**config.mk**
```make
export PLATFORM = sky130hd
export DESIGN_NAME = decode_stage
export DESIGN_NICKNAME = d
export VERILOG_FILES = /design/src/verilog/cpu_pkg.sv /design/src/verilog/decode_stage.sv
export SDC_FILE = /design/constraint.sdc
export NUM_CORES = 1
export LEC_CHECK = 0
export BUFFER_PORTS_ARGS = -buffer_cell sky130_fd_sc_hd__buf_2
export CORE_AREA = 2 2 154 156
export CTS_CLUSTER_SIZE = 30
export DETAILED_ROUTE_END_ITERATION = 12
export DIE_AREA = 0 0 156 158
export GPL_ROUTABILITY_DRIVEN = 1
export PLACE_DENSITY = 0.53
export RECOVER_POWER = 25
export SYNTH_ARGS = -nofsm -noshare
export SYNTH_HDL_FRONTEND = slang
export SYNTH_SLANG_ARGS = --single-unit
```
**constraint.sdc**
```tcl
create_clock -name clk -period 1.5 [get_ports clk]
set_input_delay 0.15 -clock clk [delete_from_list [all_inputs] [get_ports clk]]
set_output_delay 0.15 -clock clk [all_outputs]
set_load 0.03 [all_outputs]
```
**src/verilog/cpu_pkg.sv**
```systemverilog
`default_nettype none

package cpu_pkg;

  // ------------------------------------------------------------------------
  // widths and basic types
  // ------------------------------------------------------------------------
  localparam int DBITS = 32;

  typedef logic [DBITS-1:0] word_t;
  typedef logic [31:0]      inst_t;
  typedef logic [3:0]       reg_no_t;

  localparam word_t INST_SIZE = 32'd4;  // pc step
  localparam word_t START_PC  = 32'h0000_0100;

  // memories kept small for simulation
  localparam int IMEM_WORDS = 1024;
  localparam int DMEM_WORDS = 1024;

  typedef logic [$clog2(IMEM_WORDS)-1:0] imem_addr_t;  // word index

  // memory-mapped outputs
  localparam word_t ADDR_HEX  = 32'hFFFF_F000;
  localparam word_t ADDR_LEDR = 32'hFFFF_F020;

  typedef logic [9:0]  led_t;
  typedef logic [23:0] hex_t;

  // ------------------------------------------------------------------------
  // opcodes
  // ------------------------------------------------------------------------
  typedef enum logic [5:0] {
    OP1_ALUR = 6'b000000,
    OP1_BEQ  = 6'b001000,
    OP1_BLT  = 6'b001001,
    OP1_BLE  = 6'b001010,
    OP1_BNE  = 6'b001011,
    OP1_JAL  = 6'b001100,
    OP1_LW   = 6'b010010,
    OP1_SW   = 6'b011010,
    OP1_ADDI = 6'b100000,
    OP1_ANDI = 6'b100100,
    OP1_ORI  = 6'b100101,
    OP1_XORI = 6'b100110
  } op1_t;

  // secondary codes, used only under OP1_ALUR
  typedef enum logic [7:0] {
    OP2_EQ   = 8'b00001000,
    OP2_LT   = 8'b00001001,
    OP2_LE   = 8'b00001010,
    OP2_NE   = 8'b00001011,
    OP2_ADD  = 8'b00100000,
    OP2_AND  = 8'b00100100,
    OP2_OR   = 8'b00100101,
    OP2_XOR  = 8'b00100110,
    OP2_SUB  = 8'b00101000,
    OP2_NAND = 8'b00101100,
    OP2_NOR  = 8'b00101101,
    OP2_NXOR = 8'b00101110,
    OP2_RSHF = 8'b00110000,
    OP2_LSHF = 8'b00110001
  } op2_t;

  // operand source picked in decode
  typedef enum logic [1:0] {
    FWD_REGFILE  = 2'd0,
    FWD_FROM_EX  = 2'd1,
    FWD_FROM_MEM = 2'd2,
    FWD_FROM_WB  = 2'd3
  } fwd_sel_t;

endpackage

`default_nettype wire

```
**src/verilog/decode_stage.sv**
```systemverilog
`timescale 1ns/100ps
`default_nettype none

module decode_stage (
  input  logic               clk,
  input  logic               reset,
  input  cpu_pkg::inst_t     inst,
  input  cpu_pkg::word_t     pc_plus,
  input  logic               stall,
  input  logic               redirect,
  output cpu_pkg::reg_no_t   rs,
  output cpu_pkg::reg_no_t   rt,
  input  cpu_pkg::word_t     rs_val,
  input  cpu_pkg::word_t     rt_val,
  input  cpu_pkg::fwd_sel_t  fwd_sel_rs,
  input  cpu_pkg::fwd_sel_t  fwd_sel_rt,
  input  cpu_pkg::word_t     ex_val,
  input  cpu_pkg::word_t     mem_val,
  input  cpu_pkg::word_t     wb_val,
  output cpu_pkg::op1_t      op1,
  output cpu_pkg::op2_t      op2,
  output cpu_pkg::word_t     a_val,
  output cpu_pkg::word_t     b_val,
  output cpu_pkg::word_t     imm_val,
  output cpu_pkg::word_t     pc_out,
  output cpu_pkg::reg_no_t   wregno,
  output logic               is_br,
  output logic               is_jmp,
  output logic               rd_mem,
  output logic               wr_mem,
  output logic               wr_reg
);
  import cpu_pkg::*;

  logic [5:0] op1_raw;
  op1_t       op1_d;
  reg_no_t    rd;
  logic       is_br_d, is_jmp_d, rd_mem_d, wr_mem_d, wr_reg_d;
  logic       is_br_q, is_jmp_q, rd_mem_q, wr_mem_q, wr_reg_q;

  function automatic word_t pick_operand(fwd_sel_t sel, word_t rf_v, word_t ex_v,
                                         word_t mem_v, word_t wb_v);
    case (sel)
      FWD_FROM_EX:  return ex_v;
      FWD_FROM_MEM: return mem_v;
      FWD_FROM_WB:  return wb_v;
      default:      return rf_v;
    endcase
  endfunction

  // ------------------------------------------------------------------------
  // fields and control
  // ------------------------------------------------------------------------
  assign op1_raw = inst[31:26];
  assign op1_d   = op1_t'(op1_raw);
  assign rd      = inst[11:8];
  assign rs      = inst[7:4];
  assign rt      = inst[3:0];

  assign is_br_d  = (op1_raw[5:2] == 4'b0010);  // BEQ..BNE
  assign is_jmp_d = (op1_d == OP1_JAL);
  assign rd_mem_d = (op1_d == OP1_LW);
  assign wr_mem_d = (op1_d == OP1_SW);
  assign wr_reg_d = (op1_d == OP1_ALUR) || is_jmp_d || rd_mem_d ||
                    (op1_raw[5:3] == 3'b100);  // immediate ALU group

  // ------------------------------------------------------------------------
  // decode latch
  // ------------------------------------------------------------------------
  always_ff @(posedge clk or posedge reset) begin
    if (reset) begin
      {is_br_q, is_jmp_q, rd_mem_q, wr_mem_q, wr_reg_q} <= '0;
    end else if (stall || redirect) begin
      {is_br_q, is_jmp_q, rd_mem_q, wr_mem_q, wr_reg_q} <= '0;  // bubble
    end else begin
      {is_br_q, is_jmp_q, rd_mem_q, wr_mem_q, wr_reg_q} <=
        {is_br_d, is_jmp_d, rd_mem_d, wr_mem_d, wr_reg_d};
    end
  end

  always_ff @(posedge clk) begin
    op1     <= op1_d;
    op2     <= op2_t'(inst[25:18]);
    a_val   <= pick_operand(fwd_sel_rs, rs_val, ex_val, mem_val, wb_val);
    b_val   <= pick_operand(fwd_sel_rt, rt_val, ex_val, mem_val, wb_val);
    imm_val <= {{(DBITS-16){inst[23]}}, inst[23:8]};
    pc_out  <= pc_plus;
    wregno  <= (op1_d == OP1_ALUR) ? rd : rt;
  end

  // the instruction now in execute is the first wrong-path one after a redirect
  assign is_br  = is_br_q  & ~redirect;
  assign is_jmp = is_jmp_q & ~redirect;
  assign rd_mem = rd_mem_q & ~redirect;
  assign wr_mem = wr_mem_q & ~redirect;
  assign wr_reg = wr_reg_q & ~redirect;

  // a squashed load in execute must never hold the front end
  no_stall_on_redirect_a: assert property (@(posedge clk) disable iff (reset)
    redirect |-> !stall)
    else $error("load-use stall raised during a redirect");

endmodule

`default_nettype wire

```
==> impl_metrics.tcl <==
set metrics [dict create \
    status "finished clean" \
    gp_congestion 0.752 \
    route.met3.wl_mm 1.87 \
    fin_cells 992 \
    cts_made_buffers 17 \
    drive_gt1_share_pct 68.5 \
    layout_commonest_cell "buf_2" \
    grt_overflow 0 \
    io-pin-count 391 \
    endpoint_kind "register" \
    seq_area_frac_synth_pct 57.4 \
    core-area_mm2 0.0231 \
    antenna_found_initial 1 \
    power_leakage_uw 0.00367 \
    grt_max_degree 33 \
    ys_seq_elements 129 \
    hpwlAfterDp_mm 12.4 \
    ant_nets 0 \
    netlist_instances 264 \
    grt_pass1_wl_mm 22.8 \
    drtPass1Iterations 4 \
    worstPathRequired_ns 1.80 \
    crit_arrival_ns 1.73 \
    seqPwrFrac_pct 38.8 \
    crit_family "buffers and inverters" \
    maxCapViolCount 0 \
    rsz0062_at_grt "no" \
    path_clk_slew_ns 0.07 \
    syn_area_per_cell_um2 17.2 \
    drv_slew 0 \
    clkPwrFrac_pct 41.9 \
    synth.cell_area_mm2 0.00455 \
    yosys_warnings 0 \
    cts_setup_buffers 0 \
    power_uw 9730 \
    crit_path_max_fanout 7 \
    start_kind "input port" \
    routed_wl_mm 15.8 \
    layout_common_cells "buf_2 (377), dfxtp_1 (123), mux4_2 (64)" \
    period_needed_ns 1.43 \
    timing.fmax_ghz 0.698 \
    wl_met1_mm 5.53 \
    p_sw_uw 2880 \
    io_buffers 382 \
    synth_cell_type_count 19 \
    cts_htree_levels 4 \
    setup-tns-final_ns 0 \
    path_class "in2reg" \
    p_comb_share_pct 19.4 \
    worstMarginPinSlew_ns 0.499 \
    clockRootBuffer "clkbuf_16" \
    grt_pass1_vias 4268 \
    dieArea_mm2 0.0246 \
    setup_viol 0 \
    cts_tree "built" \
    syn2layout_area_growth_pct 71.8 \
    critPathBufInv 2 \
    crit_slowest_cell "or4_4" \
    dp_slack_ns 0.198 \
    wl_met2_mm 8.24 \
    die_w_um 156 \
    highest_layer "met5" \
    final_util_pct 33.9 \
    insertedDiodeCount 0 \
    clock-sinks 129 \
    synth_area_leaders "dfxtp_1 (55%), mux4_2 (32%), buf_4 (5.9%), dfrtp_1 (2.8%), mux2_1 (0.99%)" \
    post_drt_wl_per_cell_um 16.0 \
    dp_cells 897 \
    relSlewSlack_pct 66.8 \
    endpoint "wr_reg_q$_DFF_PP0_" \
    die_y_um 158 \
    cp_slowest_stage_delay_ns 0.54 \
    track_usage_pct 12.6 \
    p_per_area_mw_per_mm2 1250 \
    synth_top_cell_by_area "dfxtp_1" \
    clock_path_buffers 2 \
    vias 4029 \
    peakVddDrop_mv 0.665 \
    start_util_pct 19.7 \
    hold_viol 0 \
    layout.nets 921 \
    rows 56 \
    worst-path-stages 4 \
    netlist.area_leader.share_pct 54.6 \
    drc 0 \
    crit_start "inst[29]" \
    cp_cell_sequence "dlygate4sd3_1, buf_2, or4_4, a2111oi_2" \
    setup_slack_ns 0.0674 \
    viasPerCell 4.06 \
    hold_path_class "in2reg" \
    switching_share_pct 29.6 \
    post-route-period-util_pct 95.5 \
    drtIter0Drc 123 \
    intPower_uw 6850 \
    syn_nets 496 \
]
[synthesized netlist by cell type]
cell type  instances
and2_1             1
dfxtp_1          124
nor3b_1            1
or4b_1             1
buf_1              6
inv_1              1
a211oi_1           1
nor3_1             4
mux2_1             4
buf_4             36
or4_4              1
nor4_1             2
clkbuf_1           2
nor2b_1            7
and3_1             1
a2111oi_2          1
nand2_1            2
dfrtp_1            5
mux4_2            64
[how the worst min path moves through the flow]
stage | from | endpoint | slack, ns | cells past startpoint
final | rs_val[11] | a_val[11]$_DFF_P_ | 0.04 | 2
after global routing | rs_val[1] | a_val[1]$_DFF_P_ | 0.02 | 2
after CTS | rs_val[1] | a_val[1]$_DFF_P_ | 0.02 | 2
after detailed placement | reset | rd_mem_q$_DFF_PP0_ | 0.05 | 2
after global placement | reset | rd_mem_q$_DFF_PP0_ | 0.05 | 2
after floorplan | reset | is_br_q$_DFF_PP0_ | -0.07 | 1
[layout make-up]
class / count / area (um2)
inverters: 1 / 3.75
multi-input cells: 90 / 1630
repair buffers: 450 / 2620
well taps: 290 / 363
clock buffers: 17 / 425
flip-flops and latches: 129 / 2610
fillers: 2289 / 15200
clock inverters: 15 / 153
[power by group through the flow]
stage / Combinational [uW] / Clock (uW) / Sequential (uW)
after global routing: 2010 / 4390 / 3800
final: 1890 / 4070 / 3770
after CTS: 1910 / 4230 / 3770
after detailed placement: 1780 / 0 / 3850
after floorplan: 537 / 0 / 4400
after global placement: 1770 / 0 / 3840
[stage by stage]
| step | instance area, um2 | hold slack, ns |
|---|---|---|
| finish | 7810 | 0.0442 |
| CTS | 7830 | 0.0226 |
| global placement | 6620 | 0.0532 |
| floorplan | 4550 | -0.0715 |
| detailed placement | 6620 | 0.0539 |
| global route | 7810 | 0.0239 |
[routing by layer]
layer	vias up	track usage, %
li1	1835	-
met1	1912	12.6
met2	264	22.7
met3	16	6.35
met4	2	4.11
met5	-	0
[logic make-up after synthesis]
group                  count (synthesis)  synth area share [%]
and+or+nand+nor                       20                  2.75
muxes                                 68                  32.7
AOI/OAI and AO/OA                      2                 0.495
buffers and inverters                 45                  6.69
DFF                                  129                  57.4
[flip-flops by register name (all words and copies together), names as in the netlist]
signal and count:
a_val 32, b_val 32, pc_out 32, imm_val 15, op1 6, wregno 4, op2 3, is_br_q 1
is_jmp_q 1, rd_mem_q 1, wr_mem_q 1, wr_reg_q 1
[repair_timing]
action | 4_1_cts | 5_1_grt
gates resized for setup | 1 | 0
endpoints found under the setup margin | 18 | 0
endpoints found under the hold margin | 68 | 0
hold buffers | 63 | 0
Power figures use the tool's default switching activity.
