File: config.mk
export PLATFORM = sky130hd
export DESIGN_NAME = reg_file
export DESIGN_NICKNAME = d
export VERILOG_FILES = /design/src/verilog/cpu_pkg.sv /design/src/verilog/reg_file.sv
export SDC_FILE = /design/constraint.sdc
export NUM_CORES = 1
export LEC_CHECK = 0
export CAP_MARGIN = 20
export CORE_MARGIN = 3
export CORE_UTILIZATION = 52
export CTS_CLUSTER_DIAMETER = 150
export DETAILED_ROUTE_END_ITERATION = 10
export DONT_BUFFER_PORTS = 1
export PLACE_DENSITY = 0.78
export SYNTH_ARGS = -nofsm -noshare
export SYNTH_HDL_FRONTEND = slang
export SYNTH_SLANG_ARGS = --single-unit
File: constraint.sdc
create_clock -name clk -period 42.7 [get_ports clk]
set_clock_uncertainty 0.1 [all_clocks]
set_input_delay 4.27 -clock clk [delete_from_list [all_inputs] [get_ports clk]]
set_output_delay 4.27 -clock clk [all_outputs]
set_load 0.005 [all_outputs]
File: src/verilog/cpu_pkg.sv
`default_nettype none

package cpu_pkg;

  // ------------------------------------------------------------------------
  // widths and basic types
  // ------------------------------------------------------------------------
  localparam int DBITS = 32;

  typedef logic [DBITS-1:0] word_t;
  typedef logic [31:0]      inst_t;
  typedef logic [3:0]       reg_no_t;

  localparam word_t INST_SIZE = 32'd4;  // pc step
  localparam word_t START_PC  = 32'h0000_0100;

  // memories kept small for simulation
  localparam int IMEM_WORDS = 1024;
  localparam int DMEM_WORDS = 1024;

  typedef logic [$clog2(IMEM_WORDS)-1:0] imem_addr_t;  // word index

  // memory-mapped outputs
  localparam word_t ADDR_HEX  = 32'hFFFF_F000;
  localparam word_t ADDR_LEDR = 32'hFFFF_F020;

  typedef logic [9:0]  led_t;
  typedef logic [23:0] hex_t;

  // ------------------------------------------------------------------------
  // opcodes
  // ------------------------------------------------------------------------
  typedef enum logic [5:0] {
    OP1_ALUR = 6'b000000,
    OP1_BEQ  = 6'b001000,
    OP1_BLT  = 6'b001001,
    OP1_BLE  = 6'b001010,
    OP1_BNE  = 6'b001011,
    OP1_JAL  = 6'b001100,
    OP1_LW   = 6'b010010,
    OP1_SW   = 6'b011010,
    OP1_ADDI = 6'b100000,
    OP1_ANDI = 6'b100100,
    OP1_ORI  = 6'b100101,
    OP1_XORI = 6'b100110
  } op1_t;

  // secondary codes, used only under OP1_ALUR
  typedef enum logic [7:0] {
    OP2_EQ   = 8'b00001000,
    OP2_LT   = 8'b00001001,
    OP2_LE   = 8'b00001010,
    OP2_NE   = 8'b00001011,
    OP2_ADD  = 8'b00100000,
    OP2_AND  = 8'b00100100,
    OP2_OR   = 8'b00100101,
    OP2_XOR  = 8'b00100110,
    OP2_SUB  = 8'b00101000,
    OP2_NAND = 8'b00101100,
    OP2_NOR  = 8'b00101101,
    OP2_NXOR = 8'b00101110,
    OP2_RSHF = 8'b00110000,
    OP2_LSHF = 8'b00110001
  } op2_t;

  // operand source picked in decode
  typedef enum logic [1:0] {
    FWD_REGFILE  = 2'd0,
    FWD_FROM_EX  = 2'd1,
    FWD_FROM_MEM = 2'd2,
    FWD_FROM_WB  = 2'd3
  } fwd_sel_t;

endpackage

`default_nettype wire

File: src/verilog/reg_file.sv
`timescale 1ns/100ps
`default_nettype none

module reg_file (
  input  logic              clk,
  input  logic              reset,
  input  cpu_pkg::reg_no_t  rs,
  input  cpu_pkg::reg_no_t  rt,
  output cpu_pkg::word_t    rs_val,
  output cpu_pkg::word_t    rt_val,
  input  logic              wb_we,
  input  cpu_pkg::reg_no_t  wb_regno,
  input  cpu_pkg::word_t    wb_val
);
  import cpu_pkg::*;

  word_t regs [2**$bits(reg_no_t)];

  // falling-edge write, so decode sees the value later in the same cycle
  always_ff @(negedge clk or posedge reset) begin
    if (reset) begin
      for (int i = 0; i < 2**$bits(reg_no_t); i++) begin
        regs[i] <= '0;
      end
    end else if (wb_we) begin
      regs[wb_regno] <= wb_val;
    end
  end

  // r0 is hardwired
  assign rs_val = (rs == '0) ? '0 : regs[rs];
  assign rt_val = (rt == '0) ? '0 : regs[rt];

endmodule

`default_nettype wire
==> results of run 1 <==
==> worst paths after layout <==
check	from	cells after the start	end
worst max-delay path	regs[251]$_DFFE_NP0P_	4	rs_val[27]
worst min register to register	regs[372]$_DFFE_NP0P_	1	regs[372]$_DFFE_NP0P_
worst max register to register	regs[370]$_DFFE_NP0P_	1	regs[370]$_DFFE_NP0P_
max in group asynchronous	reset	3	regs[251]$_DFFE_NP0P_
min in group asynchronous	reset	1	regs[257]$_DFFE_NP0P_
worst min-delay path	regs[372]$_DFFE_NP0P_	1	regs[372]$_DFFE_NP0P_
==> synthesized netlist by cell type (all sizes together) (6+ instances only) <==
library cell / count / area share
mux2i: 187 / 0.074
nand2b: 11 / 0.0027
mux2: 483 / 0.22
nand2: 6 / 0.00089
nor2b: 6 / 0.0015
o22ai: 122 / 0.030
dfrtn: 480 / 0.48
buf: 111 / 0.024
mux4: 130 / 0.12
clkbuf: 70 / 0.010
nor2: 133 / 0.020
a2111oi: 61 / 0.021
==> through the flow <==
step           setup slack [ps]   util
6_report                  14680  0.566
2_1_floorplan              3960      -
4_1_cts                   14620  0.565
5_1_grt                   14650  0.566
3_5_place_dp              14410  0.531
3_3_place_gp              14500  0.531
==> logic make-up (layout without fill, tap and decap cells) <==
family	after synthesis	count (layout)	synth area share
buffers and inverters	182	116	0.0349
AO/OA/AOI/OAI	193	193	0.0542
AND/OR/NAND/NOR	166	166	0.0279
flip-flops	480	480	0.477
multiplexers	800	800	0.406
==> layout make-up <==
class                   count  area [um^2]
clock buffers              81         1590
clock inverters             7         63.8
fillers                  3656        20800
inverters                   1         11.3
multi-input cells        1159        12400
flip-flops and latches    480        12000
well taps                 615          769
repair buffers             27          218
==> power breakdown <==
group | internal, uW | total (uW) | switching [uW]
combinational | 165 | 264 | 98.6
sequential | 572 | 650 | 78.4
clock | 259 | 439 | 180
total | 996 | 1350 | 357
==> routing by layer <==
metal,part of all wire,GRT usage
met2,0.47,0.420
met1,0.41,0.356
met3,0.094,0.0741
met4,0.035,0.0953
met5,0,0
==> metrics, run 1 <==
Worst path slowest cell=a2111oi_0; fin cells=2370; share of layout cells above drive strength 1=0.411; endpoints failing hold=0; initial core utilization=0.527; GRT overflow=0; drt wl/cell=28.3 um; Area growth, synth to finish=7.42%; area post-placement=25400 um^2; # nets final=1766; Buffers on Ports=0; Worst Tran Pin Value=1160 ps; Syn Inst Count=1821; WP buf/inv=0; Max Cap Violations=0; Clock Pin Slew Worst Setup and Hold Paths=40 ps; antenna viol nets, final=0; Synth Flop Type=dfrtn_1; H-tree levels=2; Seq/Total Area, Yosys=0.477; Antenna Cells=0; pin count of the biggest net entering global routing=187; via count=16100; Crit path max-delay family=compound AO/OA/AOI/OAI gates; CP endpoint kind=output pin; Setup TNS Final=0 ps; total CTS buffers=50; DR DRC count=0; Synth async-reset ratio=1.00; Post-Route WL=67000 um; WS Path Type=flip-flop to output pin; Clock Tree Buf Depth=3; Max VDD drop=0.0296 mV; Cell Area, Synth=25200 um^2; gr usage total=0.266; DR vias/cell=6.78; core footprint=47800 um^2; First DRT Iteration DRCs=1518; post-CTS setup buffer count=0; CP Data Required Time=38330 ps; placed insts=2280; hold_buf cts=0; Detail Placement HPWL=36900 um; first-pass GRT wire length=104000 um; Pleak=0.0114 uW; Synthesis Warnings=0; Top reg by flops=regs; max_slew headroom=0.230; worst min path class=flip-flop to flip-flop; die area=51100 um^2; worst reg2reg setup slack=41780 ps; CP cell instances=mux2i_1, o22ai_1, a2111oi_0, nor2_1; height of the die=226 um; most common cell after layout, fill and taps aside=dfrtn_1; CTS tree=done; max FFs per register=480; largest registers=regs x480; CP max FO=3; Placer Congestion=0.772; # rows=80; distinct cell type count after synthesis=29; Max Slew Vio Count=0; endpoints failing setup=0; die width=226 um; WHS=359 ps; Critical Path Source Type=flip-flop; clk_lat worst skew=570 ps; Post-Syn Area per Cell=13.8 um^2; clock sinks=480; Boundary Pins=111; DR pass1 iterations=6; initial antenna violation count=0; PwrDens=50.0 nW/um^2; syn_nets=1868; Seq cells post-synth=480; Max stage delay on crit path=880 ps; Total Power=1350 uW; number of flops mapped to enable cells by yosys=0; outcome=finished, final reports clean; most frequent cells in the layout=dfrtn_1 (480), mux2_2 (468), mux2i_1 (187); RSZ-0062 raised after global routing=no; design area=27100 um^2; CTS Root Cell=clkbuf_16; number of global-route vias before repair=17100; CP arrival=23650 ps; Resized cells post-CTS=0
Power figures use the tool's default switching activity.
==> run 2: changes to the inputs <==
==> constraint.sdc (replaced) <==
create_clock -name clk -period 26.5 [get_ports clk]
set_clock_uncertainty 0.1 [all_clocks]
set_input_delay 2.65 -clock clk [delete_from_list [all_inputs] [get_ports clk]]
set_output_delay 2.65 -clock clk [all_outputs]
set_load 0.005 [all_outputs]
==> run 2 against run 1 <==
Net effect:
- die area did not move
- final cell count rose by 0.17%
- register-to-register slack worse by 16000 ps
- critical path depth stayed put
- sequential cell count stayed put
- clock power grew 58%
- count of clock-buffer cells in the layout is 10 lower
- global-route usage up 0.27 points
==> metrics, run 2 (synthesis gave the netlist of run 1 again) <==
gr usage total=0.269 (+0.00268); # rows=80 (unchanged); max_slew headroom=0.177 (-0.0526); max FFs per register=480 (unchanged); first-pass GRT wire length=105000 um (+0.71%); Max VDD drop=0.0459 mV (+55%); CP arrival=15430 ps (-8220 ps); WS Path Type=flip-flop to output pin; initial antenna violation count=0 (unchanged); Detail Placement HPWL=38300 um (+3.8%); post-CTS setup buffer count=0 (unchanged); Max stage delay on crit path=730 ps (-150 ps); most common cell after layout, fill and taps aside=dfrtn_1; PwrDens=80.0 nW/um^2 (+60%); DR pass1 iterations=5 (-1); # nets final=1770 (+0.23%); CTS Root Cell=clkbuf_16; total CTS buffers=50 (unchanged); grt met2 use=0.419 (-0.00177); P_int=1590 uW (+59%); Reg area=12000 um^2 (unchanged); die area=51100 um^2 (unchanged); Pleak=0.0114 uW (about the same); worst min path class=flip-flop to flip-flop; Buffers on Ports=0 (unchanged); final core occ=0.566 (about the same); met1 usage=0.367 (+0.0103); Setup TNS Final=0 ps (unchanged); Filler Cell Count=3697 (+1.1%); via count=16300 (+1.2%); RSZ-0062 raised after global routing=no; Post-Route WL=68100 um (+1.6%); Boundary Pins=111 (unchanged); Area growth, synth to finish=7.50% (about the same); Most Crowded Layer GR=met2; initial core utilization=0.527 (unchanged); Antenna Cells=0 (unchanged); Worst path slowest cell=a2111oi_0; number of global-route vias before repair=17300 (+0.95%); Net Sw Frac=0.267 (+0.00386); switching power total=580 uW (+63%); Top reg by flops=regs; Reg power frac=0.483 (+0.002); share of layout cells above drive strength 1=0.414 (+0.00305); WP buf/inv=0 (unchanged); Max Slew Vio Count=0 (unchanged); Total Power=2170 uW (+60%); CP endpoint kind=output pin; Multi-input gate area=12400 um^2 (unchanged); CP max FO=3 (unchanged); setup ws final=8320 ps (-6360 ps); Worst Tran Pin Value=1230 ps (+78.9 ps); largest registers=regs x480; drt wl/cell=28.7 um (+1.4%); GRT overflow=0 (unchanged); First DRT Iteration DRCs=1514 (-0.26%); CP Data Required Time=23750 ps (-14580 ps); Crit path max-delay family=compound AO/OA/AOI/OAI gates; endpoints failing hold=0 (unchanged); antenna viol nets, final=0 (unchanged); core footprint=47800 um^2 (unchanged); logic gate share of total power=0.198 (+0.003); H-tree levels=2 (unchanged); endpoints failing setup=0 (unchanged); CTS tree=done; DR vias/cell=6.85 (+1.1%); Resized cells post-CTS=0 (unchanged); height of the die=226 um (unchanged); met3 Track Usage GR=0.0724 (-0.00169); CP cell instances=mux2i_1, o22ai_1, a2111oi_0, nor2_1; Clock Tree Buf Depth=3 (unchanged); Critical Path Source Type=flip-flop; outcome=finished, final reports clean; pin count of the biggest net entering global routing=191 (+2.1%); clock sinks=480 (unchanged); hold_buf cts=0 (unchanged); fin cells=2374 (+0.17%); Clock Pin Slew Worst Setup and Hold Paths=40 ps (about the same); Place WS=7960 ps (-6450 ps); die width=226 um (unchanged); Max Cap Violations=0 (unchanged); clk_lat worst skew=580 ps (about the same); most frequent cells in the layout=dfrtn_1 (480), mux2_2 (468), mux2i_1 (187); placed insts=2283 (+0.13%); DR DRC count=0 (unchanged); clock network power share=0.319 (-0.005); Placer Congestion=0.783 (+1.3%)
run 2: worst paths after layout:
check	from	endpoint	slack [ps]	cells after the start
setup / recovery	regs[169]$_DFFE_NP0P_	rs_val[9]	8320	4
hold reg to reg	regs[470]$_DFFE_NP0P_	regs[470]$_DFFE_NP0P_	370	1
hold / removal	regs[470]$_DFFE_NP0P_	regs[470]$_DFFE_NP0P_	370	1
setup reg to reg	regs[353]$_DFFE_NP0P_	regs[353]$_DFFE_NP0P_	25570	1
max in group asynchronous	reset	regs[17]$_DFFE_NP0P_	8560	4
min in group asynchronous	reset	regs[452]$_DFFE_NP0P_	15030	2
run 2: metrics by stage:
step	hold slack [ps]	instance area [um^2]
finish	368	27100
global route	381	27100
CTS	367	27000
detailed placement	366	25400
global placement	341	25400
floorplan	332	25200
run 2: power groups by stage:
stage	clock [uW]	sequential [uW]	combinational (uW)
2_1_floorplan	0	1020	378
3_3_place_gp	0	1030	408
3_5_place_dp	0	1050	427
4_1_cts	702	1040	430
5_1_grt	731	1070	465
6_report	692	1050	429
run 2: area by class of cell:
cell class | instances | area share
tap | 615 | 0.0284
multi-input combinational | 1159 | 0.458
clock buffer | 71 | 0.0536
inverter | 1 | 0.000277
timing repair buffer | 31 | 0.0113
sequential | 480 | 0.443
clock inverter | 17 | 0.00522
run 2: per-layer routing:
metal / up-vias / wire (um)
met5: - / 0
met4: 0 / 2290
met3: 169 / 6300
met2: 681 / 31800
met1: 8672 / 27700
li1: 6751 / -
