[src/verilog/cpu_pkg.sv]
`default_nettype none

package cpu_pkg;

  // ------------------------------------------------------------------------
  // widths and basic types
  // ------------------------------------------------------------------------
  localparam int DBITS = 32;

  typedef logic [DBITS-1:0] word_t;
  typedef logic [31:0]      inst_t;
  typedef logic [3:0]       reg_no_t;

  localparam word_t INST_SIZE = 32'd4;  // pc step
  localparam word_t START_PC  = 32'h0000_0100;

  // memories kept small for simulation
  localparam int IMEM_WORDS = 1024;
  localparam int DMEM_WORDS = 1024;

  typedef logic [$clog2(IMEM_WORDS)-1:0] imem_addr_t;  // word index

  // memory-mapped outputs
  localparam word_t ADDR_HEX  = 32'hFFFF_F000;
  localparam word_t ADDR_LEDR = 32'hFFFF_F020;

  typedef logic [9:0]  led_t;
  typedef logic [23:0] hex_t;

  // ------------------------------------------------------------------------
  // opcodes
  // ------------------------------------------------------------------------
  typedef enum logic [5:0] {
    OP1_ALUR = 6'b000000,
    OP1_BEQ  = 6'b001000,
    OP1_BLT  = 6'b001001,
    OP1_BLE  = 6'b001010,
    OP1_BNE  = 6'b001011,
    OP1_JAL  = 6'b001100,
    OP1_LW   = 6'b010010,
    OP1_SW   = 6'b011010,
    OP1_ADDI = 6'b100000,
    OP1_ANDI = 6'b100100,
    OP1_ORI  = 6'b100101,
    OP1_XORI = 6'b100110
  } op1_t;

  // secondary codes, used only under OP1_ALUR
  typedef enum logic [7:0] {
    OP2_EQ   = 8'b00001000,
    OP2_LT   = 8'b00001001,
    OP2_LE   = 8'b00001010,
    OP2_NE   = 8'b00001011,
    OP2_ADD  = 8'b00100000,
    OP2_AND  = 8'b00100100,
    OP2_OR   = 8'b00100101,
    OP2_XOR  = 8'b00100110,
    OP2_SUB  = 8'b00101000,
    OP2_NAND = 8'b00101100,
    OP2_NOR  = 8'b00101101,
    OP2_NXOR = 8'b00101110,
    OP2_RSHF = 8'b00110000,
    OP2_LSHF = 8'b00110001
  } op2_t;

  // operand source picked in decode
  typedef enum logic [1:0] {
    FWD_REGFILE  = 2'd0,
    FWD_FROM_EX  = 2'd1,
    FWD_FROM_MEM = 2'd2,
    FWD_FROM_WB  = 2'd3
  } fwd_sel_t;

endpackage

`default_nettype wire

[src/verilog/hazard_unit.sv]
`timescale 1ns/100ps
`default_nettype none

module hazard_unit (
  input  cpu_pkg::reg_no_t   rs,
  input  cpu_pkg::reg_no_t   rt,
  input  cpu_pkg::reg_no_t   ex_wregno,
  input  cpu_pkg::reg_no_t   mem_wregno,
  input  cpu_pkg::reg_no_t   wb_regno,
  input  logic               ex_wr_reg,
  input  logic               ex_rd_mem,
  input  logic               mem_wr_reg,
  input  logic               wb_we,
  output cpu_pkg::fwd_sel_t  fwd_sel_rs,
  output cpu_pkg::fwd_sel_t  fwd_sel_rt,
  output logic               stall
);
  import cpu_pkg::*;

  // youngest producer wins
  function automatic fwd_sel_t pick_source(reg_no_t src);
    if (src == '0) begin
      return FWD_REGFILE;  // r0 never forwarded
    end else if (ex_wr_reg && ex_wregno == src) begin
      return FWD_FROM_EX;
    end else if (mem_wr_reg && mem_wregno == src) begin
      return FWD_FROM_MEM;
    end else if (wb_we && wb_regno == src) begin
      return FWD_FROM_WB;
    end
    return FWD_REGFILE;
  endfunction

  always_comb begin
    fwd_sel_rs = pick_source(rs);
    fwd_sel_rt = pick_source(rt);
  end

  // load data only exists at the end of memory, one cycle too late for execute
  assign stall = ex_rd_mem && (ex_wregno != '0) &&
                 ((ex_wregno == rs) || (ex_wregno == rt));

endmodule

`default_nettype wire

[config.mk]
export PLATFORM = sky130hd
export DESIGN_NAME = hazard_unit
export DESIGN_NICKNAME = d
export VERILOG_FILES = /design/src/verilog/cpu_pkg.sv /design/src/verilog/hazard_unit.sv
export SDC_FILE = /design/constraint.sdc
export NUM_CORES = 1
export LEC_CHECK = 0
export BUFFER_PORTS_ARGS = -buffer_cell sky130_fd_sc_hd__buf_2
export CAP_MARGIN = 20
export CORE_AREA = 3 3 40 42
export DETAILED_ROUTE_END_ITERATION = 8
export DIE_AREA = 0 0 43 45
export PLACE_DENSITY_LB_ADDON = 0.05
export SYNTH_ARGS = -nofsm -noshare
export SYNTH_HDL_FRONTEND = slang
export SYNTH_SLANG_ARGS = --single-unit
[constraint.sdc]
create_clock -name vclk -period 1.3
set_input_delay 0.195 -clock vclk [all_inputs]
set_output_delay 0.195 -clock vclk [all_outputs]
set_load 0.05 [all_outputs]
==> results by group, run 1 <==
Logic synthesis
  – Top cells by area, synth: xnor2_1, xor2_1, inv_1, a2111oi_4, nand4_1
  – Net Count, Synth: 81
  – Cells after Synth: between 50 and 60
  – Syn Std Cell Area: around 420 sq um
  – Post-synthesis cell type count: 21
  – Yosys top cell area share: 0.231
  – Synth warnings: 0
  – Sequential area share after synthesis: 0
  – Avg Cell Area, Syn: around 7.3 sq um
  – Area leader, netlist: xnor2_1

Finish
  – Layout Utilization: 0.720
  – Synth-to-layout area growth: 121%
  – CLK BUF: 0
  – Multi-input logic area: 518 sq um
  – Commonest cells after routing, fill and taps aside: buf_2, buf_4, buf_6, buf_8
  – Ant. Diodes: 0
  – Most common cell after layout, fill and taps aside: buf_2
  – # fillers: ~100
  – Sequential cell count: 0
  – Nets: 123
  – Area occupied by registers: 0 sq um
  – Share of cells above drive strength 1: 0.660

STA
  – Hold WS: 0.742 ns
  – Final WS setup: -0.157 ns
  – # setup viols final: 5
  – Fin crit share: 1.12
  – RSZ-0062 raised after global routing: yes
  – Min cycle time layout: 1.46 ns
  – Slew margin rel.: 0.743
  – Slew Viols, Final: 0
  – Slew @ Worst Pin: ~0.38 ns
  – Final hold violation count: 0
  – Fmax: 686 MHz

Power and ir drop
  – P_leak: 0.420 nW
  – Worst VDD drop: 0.000166 V
  – Pwr dens: 359 nW/um^2

Global routing
  – Pin count of the biggest net entering global routing: 7
  – First-pass GRT wire length: about 2.7 mm
  – Met2 Usage GRT: 0.338
  – M1 GR Usage: 0.227
  – GR peak layer: met2
  – Tot GR Track Use: 0.174
  – Grt ovf: 0
  – Initial antenna violation count: 0
  – Met3 GRT Util: 0.00398
  – Number of global-route vias before repair: around 610

Die
  – Core footprint: 1280 sq um
  – Height of the die: 45 um
  – Die span in x: around 43 um
  – Row Count: 13
  – Initial Util: 0.325
  – I/O pins: 29
  – Die area: 1940 sq um

Routing
  – DRC viols: 0
  – Vias: 602
  – Final wirelength: 1.54 mm
  – WL/cell: 13.8 um
  – Post-route ant nets: 0
  – DR pass1 iterations: 4
  – DR iter-0 viols: 11
  – DR vias/cell: 5.38

Setup path
  – Crit path DAT: 1.26 ns
  – Crit-path max FO: 6
  – Startpoint types: input port
  – Crit Path Category: input port to output pin
  – CP required: approximately 1.1 ns
  – Setup crit end kind: output pin

Place
  – GP Congestion: around 0.82
  – Hpwl dp: approximately 1.2 mm
  – Buffers on Ports: 29

Flow run
  – Max-Cap Viols: 0

Status
  – Status: finished, violations left
  – Failing checks: setup timing

Min path
  – Worst hold path class: input port to output pin
  – Hold depth: 4
  – Hold path endpoint: stall
  – Hold Path Origin: ex_rd_mem
[how the worst max path moves through the flow]
stage | end | start | slack [ns] | depth (start not counted)
after detailed placement | fwd_sel_rs[1] | wb_regno[0] | -0.35 | 6
final | fwd_sel_rs[1] | rs[0] | -0.16 | 5
after global routing | fwd_sel_rt[0] | wb_regno[3] | -0.21 | 6
after CTS | fwd_sel_rs[1] | rs[0] | -0.15 | 5
after global placement | fwd_sel_rs[1] | wb_regno[0] | -0.37 | 6
after floorplan | fwd_sel_rs[0] | wb_we | -0.11 | 4
[cell type report]
cell class	instances	share of cell area
inverters	10	0.0433
multi-input cells	47	0.560
well taps	15	0.0203
repair buffers	40	0.376
[cell usage after synthesis]
cell type,instances
a2111oi_4,1
o221a_2,2
nor2_1,3
a21oi_1,1
nand2b_1,2
o2111ai_1,1
nor4_1,2
inv_1,9
o41ai_1,1
inv_2,1
and3_1,2
nor2b_1,4
o2bb2ai_1,2
a222oi_1,2
a2111oi_2,1
nand2_1,1
nand4_1,4
xnor2_1,11
or4_1,2
o22ai_1,1
xor2_1,4
[where the power goes]
part | total (W) | internal (W) | switching [W]
combinational | 0.000332 | 0.000173 | 0.000159
sequential | 0 | 0 | 0
clock | 0 | 0 | 0
total | 0.000332 | 0.000173 | 0.000159
[critical path, stage by stage]
cell,delay [ns]
buf_8,0.11
a222oi_1,0.41
and3_1,0.22
o221a_4,0.18
buf_8,0.14
[cells by family (layout without fill, tap and decap cells)]
kind of cell,after synthesis,in the layout,synth area share
AND/OR/NAND/NOR,20,20,0.281
XOR/XNOR,15,15,0.314
AO/OA/AOI/OAI,12,12,0.314
buffers and inverters,10,50,0.0898
[layer usage]
metal	routed length [um]	vias to the layer above	share of wire
met5	0	-	0
met4	0	0	0
met3	101	0	0.065
met2	816	24	0.53
met1	625	281	0.41
li1	-	297	-
[per-stage QoR]
step,power (W),setup slack (ns),setup TNS (ns),cell area (sq um),std cells
floorplan,0.000142,-0.115,-0.218,472,57
global placement,0.000249,-0.366,-1.36,711,111
detailed placement,0.000250,-0.348,-1.35,711,111
CTS,0.000323,-0.153,-0.594,898,112
global route,0.000358,-0.211,-0.939,925,112
finish,0.000332,-0.157,-0.619,925,112
[repair_timing]
item                       in CTS  in global routing
setup endpoints to repair       5                  5
pin swaps                      18                  7
gates resized for setup        47                  5
hold buffers                    0                  0
buffers inserted                1                  0
Power figures use the tool's default switching activity.
==> inputs of run 2 (changes only) <==
--- a/config.mk
+++ b/config.mk
@@ -5,11 +5,11 @@
 export SDC_FILE = /design/constraint.sdc
 export NUM_CORES = 1
 export LEC_CHECK = 0
-export BUFFER_PORTS_ARGS = -buffer_cell sky130_fd_sc_hd__buf_2
 export CAP_MARGIN = 20
 export CORE_AREA = 3 3 40 42
 export DETAILED_ROUTE_END_ITERATION = 8
 export DIE_AREA = 0 0 43 45
+export DONT_BUFFER_PORTS = 1
 export PLACE_DENSITY_LB_ADDON = 0.05
 export SYNTH_ARGS = -nofsm -noshare
 export SYNTH_HDL_FRONTEND = slang
==> run 2 against run 1 <==
Compared with the run above: the run still ends with setup timing left; final cell count decreased by 29%; hold slack got worse by 0.11 ns; power decreased by 42%; global-route usage decreased by 3.5 points; fmax increased by 6.1%; cell area decreased by 33%; wire length decreased by 16%; via count decreased by 21%; count of clock-buffer cells in the layout unchanged; flip-flop and latch count unchanged.
==> results by group, run 2 (synthesized netlist as in run 1, its figures left out) <==
Status
  – Status: finished, violations left (unchanged)
  – Failing checks: setup timing (unchanged)

Global routing
  – GR peak layer: met2 (unchanged)
  – Pin count of the biggest net entering global routing: 7 (unchanged)
  – First-pass GRT wire length: 2.16 mm (was 2.68 mm)
  – M1 GR Usage: 0.188 (was 0.227)
  – Met3 GRT Util: 0.0478 (was 0.00398)
  – Met2 Usage GRT: 0.228 (was 0.338)
  – Tot GR Track Use: 0.138 (was 0.174)
  – Number of global-route vias before repair: 467 (was 606)
  – Initial antenna violation count: 0 (unchanged)
  – Grt ovf: 0 (unchanged)

Finish
  – Layout Utilization: 0.483 (was 0.720)
  – Sequential cell count: 0 (unchanged)
  – Commonest cells after routing, fill and taps aside: xnor2_1, inv_1, nand4_1, xor2_1, buf_4 (was buf_2, buf_4, buf_6, buf_8)
  – Area occupied by registers: 0 sq um (unchanged)
  – Synth-to-layout area growth: 48.5% (was 121%)
  – CLK BUF: 0 (unchanged)
  – Nets: 91 (was 123)
  – # fillers: 130 (was 102)
  – Most common cell after layout, fill and taps aside: xnor2_1 (was buf_2)
  – Ant. Diodes: 0 (unchanged)
  – Share of cells above drive strength 1: 0.338 (was 0.660)
  – Multi-input logic area: 450 sq um (was 518 sq um)

Die
  – Height of the die: 45 um (unchanged)
  – Die area: 1940 sq um (unchanged)
  – Initial Util: 0.325 (unchanged)
  – I/O pins: 29 (unchanged)
  – Die span in x: 43 um (unchanged)
  – Core footprint: 1280 sq um (unchanged)
  – Row Count: 13 (unchanged)

Power and ir drop
  – Worst VDD drop: 0.000106 V (was 0.000166 V)
  – Total power: 0.000194 W (was 0.000332 W)
  – Pwr dens: 312 nW/um^2 (was 359 nW/um^2)
  – P_leak: 0.221 nW (was 0.420 nW)

Setup path
  – Crit-path max FO: 3 (was 6)
  – Crit path DAT: 1.18 ns (was 1.26 ns)
  – Setup crit end kind: output pin (unchanged)
  – CP required: 1.11 ns (about the same)
  – Startpoint types: input port (unchanged)
  – Crit Path Category: input port to output pin (unchanged)

Flow run
  – Max-Cap Viols: 0 (unchanged)

Routing
  – DRC viols: 0 (unchanged)
  – DR pass1 iterations: 4 (unchanged)
  – WL/cell: 16.2 um (was 13.8 um)
  – DR vias/cell: 5.94 (was 5.38)
  – DR iter-0 viols: 11 (unchanged)
  – Vias: 475 (was 602)
  – Post-route ant nets: 0 (unchanged)
  – Final wirelength: 1.30 mm (was 1.54 mm)

Min path
  – Worst hold path class: input port to output pin (unchanged)

Clock network
  – Hold buffer count at CTS: 0 (unchanged)

STA
  – Min cycle time layout: 1.37 ns (was 1.46 ns)
  – Fmax: 728 MHz (was 686 MHz)
  – Fin crit share: 1.06 (was 1.12)
  – Slew margin rel.: 0.724 (was 0.743)
  – Final hold violation count: 0 (unchanged)
  – Final setup TNS: -0.148 ns (was -0.619 ns)
  – # setup viols final: 3 (was 5)
  – RSZ-0062 raised after global routing: yes (unchanged)
  – Slew Viols, Final: 0 (unchanged)
  – Final WS setup: -0.0732 ns (was -0.157 ns)
  – Slew @ Worst Pin: 0.415 ns (was 0.381 ns)

Place
  – Hpwl dp: 1.14 mm (was 1.23 mm)
  – GP Congestion: 0.693 (was 0.820)
  – Buffers on Ports: 0 (was 29)
[run 2: worst paths after layout]
check                   start            end  slack (ns)  depth (start not counted)
setup / recovery  wb_regno[0]  fwd_sel_rs[1]       -0.07                          4
hold / removal      ex_rd_mem          stall        0.63                          3
[run 2: per-stage QoR]
step	cell area [sq um]	std cells	hold WS, ns	setup WS (ns)
final	621	80	0.629	-0.0732
after global routing	621	80	0.645	-0.111
after CTS	611	80	0.630	-0.0690
after detailed placement	588	80	0.634	-0.0994
after global placement	588	80	0.635	-0.0967
after floorplan	472	57	0.555	-0.115
[run 2: worst max-delay path: stages]
cell and delay, ns:
inv_8 0.01, a222oi_1 0.43, and3_1 0.24, o221a_4 0.30
[run 2: what timing repair did]
item,in CTS,in global routing
pin swaps,4,3
buffers inserted,0,0
endpoints found under the setup margin,4,4
resized for setup,6,4
[run 2: final cells by class]
| class | instances | share of cell area |
|---|---|---|
| Multi-Input combinational cell | 47 | 0.726 |
| Timing Repair Buffer | 8 | 0.163 |
| Inverter | 10 | 0.0806 |
| Tap cell | 15 | 0.0302 |
[run 2: report_power, final]
group	total, W	switching, W	internal (W)
Combinational	0.000194	0.0000933	0.000100
Clock	0	0	0
Sequential	0	0	0
[run 2: per-layer routing]
layer	up-vias	share of wire
met5	-	0
met4	0	0
met3	0	0.12
met2	26	0.47
met1	217	0.40
li1	232	-
==> inputs of run 3 (changes only) <==
==> constraint.sdc (replaced) <==
create_clock -name vclk -period 1.66
set_input_delay 0.249 -clock vclk [all_inputs]
set_output_delay 0.249 -clock vclk [all_outputs]
set_load 0.05 [all_outputs]
==> run 3 against run 2 <==
Compared with the run above: the flow now finishes without violations; setup slack better by 0.17 ns; combinational power is 35% lower; first-iteration DRC count down 36%; power decreased by 35%; core utilization is 8.5 points lower; via count is 8.2% lower; die area unchanged; final cell count decreased by 3.8%; cell area down 18%; largest power group unchanged.
==> results by group, run 3 (synthesized netlist as in run 1, its figures left out) <==
Finish
  – Synth-to-layout area growth: 22.5% (was 48.5%)
  – Ant. Diodes: 0 (unchanged)
  – Layout Utilization: 0.398 (was 0.483)
  – Sequential cell count: 0 (unchanged)
  – CLK BUF: 0 (unchanged)
  – Nets: 88 (was 91)
  – Commonest cells after routing, fill and taps aside: xnor2_1, inv_1, nand4_1, xor2_1, nor2b_1 (was xnor2_1, inv_1, nand4_1, xor2_1, buf_4)
  – Share of cells above drive strength 1: 0.194 (was 0.338)
  – Most common cell after layout, fill and taps aside: xnor2_1 (unchanged)
  – Area occupied by registers: 0 sq um (unchanged)

Setup path
  – Critical Path Start: wb_regno[0] (unchanged)
  – Number of stages on the worst setup path: 4 (unchanged)
  – Crit path DAT: 1.32 ns (was 1.18 ns)
  – Crit Path Category: input port to output pin (unchanged)
  – Critical-path top delay cell: a222oi_1 (unchanged)
  – Largest delay share family, worst path: compound AO/OA/AOI/OAI gates (unchanged)
  – Setup crit end kind: output pin (unchanged)
  – Startpoint types: input port (unchanged)
  – Crit-path max FO: 3 (unchanged)
  – CP required: 1.41 ns (was 1.11 ns)
  – End point of the critical path: fwd_sel_rs[1] (unchanged)
  – WP buf/inv: 1 (unchanged)
  – Critical Path Max Stage Delay: 0.42 ns (was 0.43 ns)
  – CP Cell Sequence: inv_1 -> a222oi_1 -> and3_1 -> o221a_2 (was inv_8 -> a222oi_1 -> and3_1 -> o221a_4)

Die
  – Core footprint: 1280 sq um (unchanged)
  – Die span in x: 43 um (unchanged)
  – Height of the die: 45 um (unchanged)
  – Die area: 1940 sq um (unchanged)
  – Initial Util: 0.325 (unchanged)
  – I/O pins: 29 (unchanged)
  – Row Count: 13 (unchanged)

Power and ir drop
  – Worst VDD drop: 0.0000669 V (was 0.000106 V)
  – P_leak: 0.191 nW (was 0.221 nW)
  – Total power: 0.000126 W (was 0.000194 W)
  – Pwr dens: 247 nW/um^2 (was 312 nW/um^2)

Routing
  – WL/cell: 15.9 um (was 16.2 um)
  – DR vias/cell: 5.66 (was 5.94)
  – DR pass1 iterations: 6 (was 4)
  – Vias: 436 (was 475)
  – DRC viols: 0 (unchanged)
  – Post-route ant nets: 0 (unchanged)
  – DR iter-0 viols: 7 (was 11)
  – Final wirelength: 1.23 mm (was 1.30 mm)

Flow run
  – Max-Cap Viols: 0 (unchanged)

STA
  – Final setup TNS: 0 ns (was -0.148 ns)
  – Slew Viols, Final: 0 (unchanged)
  – Fin crit share: 0.943
  – Final hold violation count: 0 (unchanged)
  – RSZ-0062 raised after global routing: no (was yes)
  – Hold WS: 0.758 ns (was 0.629 ns)
  – Final WS setup: 0.0954 ns (was -0.0732 ns)
  – # setup viols final: 0 (was 3)
  – Min cycle time layout: 1.56 ns
  – Slew margin rel.: 0.745 (was 0.724)
  – Fmax: 639 MHz
  – Slew @ Worst Pin: 0.382 ns (was 0.415 ns)

Clock network
  – Post-CTS Setup Bufs: 0 (unchanged)
  – Hold buffer count at CTS: 0 (unchanged)
  – Post_cts resized: 0 (was 6)

Global routing
  – First-pass GRT wire length: 2.04 mm (was 2.16 mm)
  – Initial antenna violation count: 0 (unchanged)
  – Grt ovf: 0 (unchanged)
  – Tot GR Track Use: 0.133 (was 0.138)
  – Pin count of the biggest net entering global routing: 7 (unchanged)
  – Number of global-route vias before repair: 454 (was 467)

Place
  – GP Congestion: 0.705 (was 0.693)
  – Dpl ws: 0.0976 ns (was -0.0994 ns)
  – Buffers on Ports: 0 (unchanged)
  – Hpwl dp: 1.09 mm (was 1.14 mm)

Status
  – Status: finished, final reports clean (was finished, violations left)

Min path
  – Worst hold path class: input port to output pin (unchanged)
==> run 3: layer usage <==
layer / wire [um] / track usage
met3: 135 / 0.0438
met4: 0 / 0
met2: 589 / 0.243
met5: 0 / 0
met1: 500 / 0.164
==> run 3: through the flow <==
stage	area, sq um	instances
floorplan	430	57
finish	512	77
detailed placement	512	77
global placement	512	77
CTS	512	77
global route	512	77
==> run 3: worst min path at each step <==
| stage | depth (start not counted) | start | endpoint | slack [ns] |
|---|---|---|---|---|
| after floorplan | 2 | ex_rd_mem | stall | 0.73 |
| after global placement | 3 | ex_rd_mem | stall | 0.76 |
| after detailed placement | 3 | ex_rd_mem | stall | 0.75 |
| after CTS | 3 | ex_rd_mem | stall | 0.76 |
| after global routing | 3 | ex_rd_mem | stall | 0.78 |
| final | 3 | ex_rd_mem | stall | 0.76 |
==> run 3: cell type report <==
class / count / area (sq um)
fillers: 135 / 773
inverters: 10 / 37.5
multi-input cells: 47 / 393
well taps: 15 / 18.8
repair buffers: 5 / 62.6
==> run 3: report_power, final <==
part           internal, W  switching (W)  leakage, nW
Combinational    0.0000622      0.0000643        0.191
Sequential               0              0            0
Clock                    0              0            0
Total            0.0000622      0.0000643        0.191
==> run 3: tightest hold or removal path: cells and delay by family <==
kind                   cells  cell delay [ns]
AOI/OAI and AO/OA          2             0.08
buffers and inverters      1             0.18
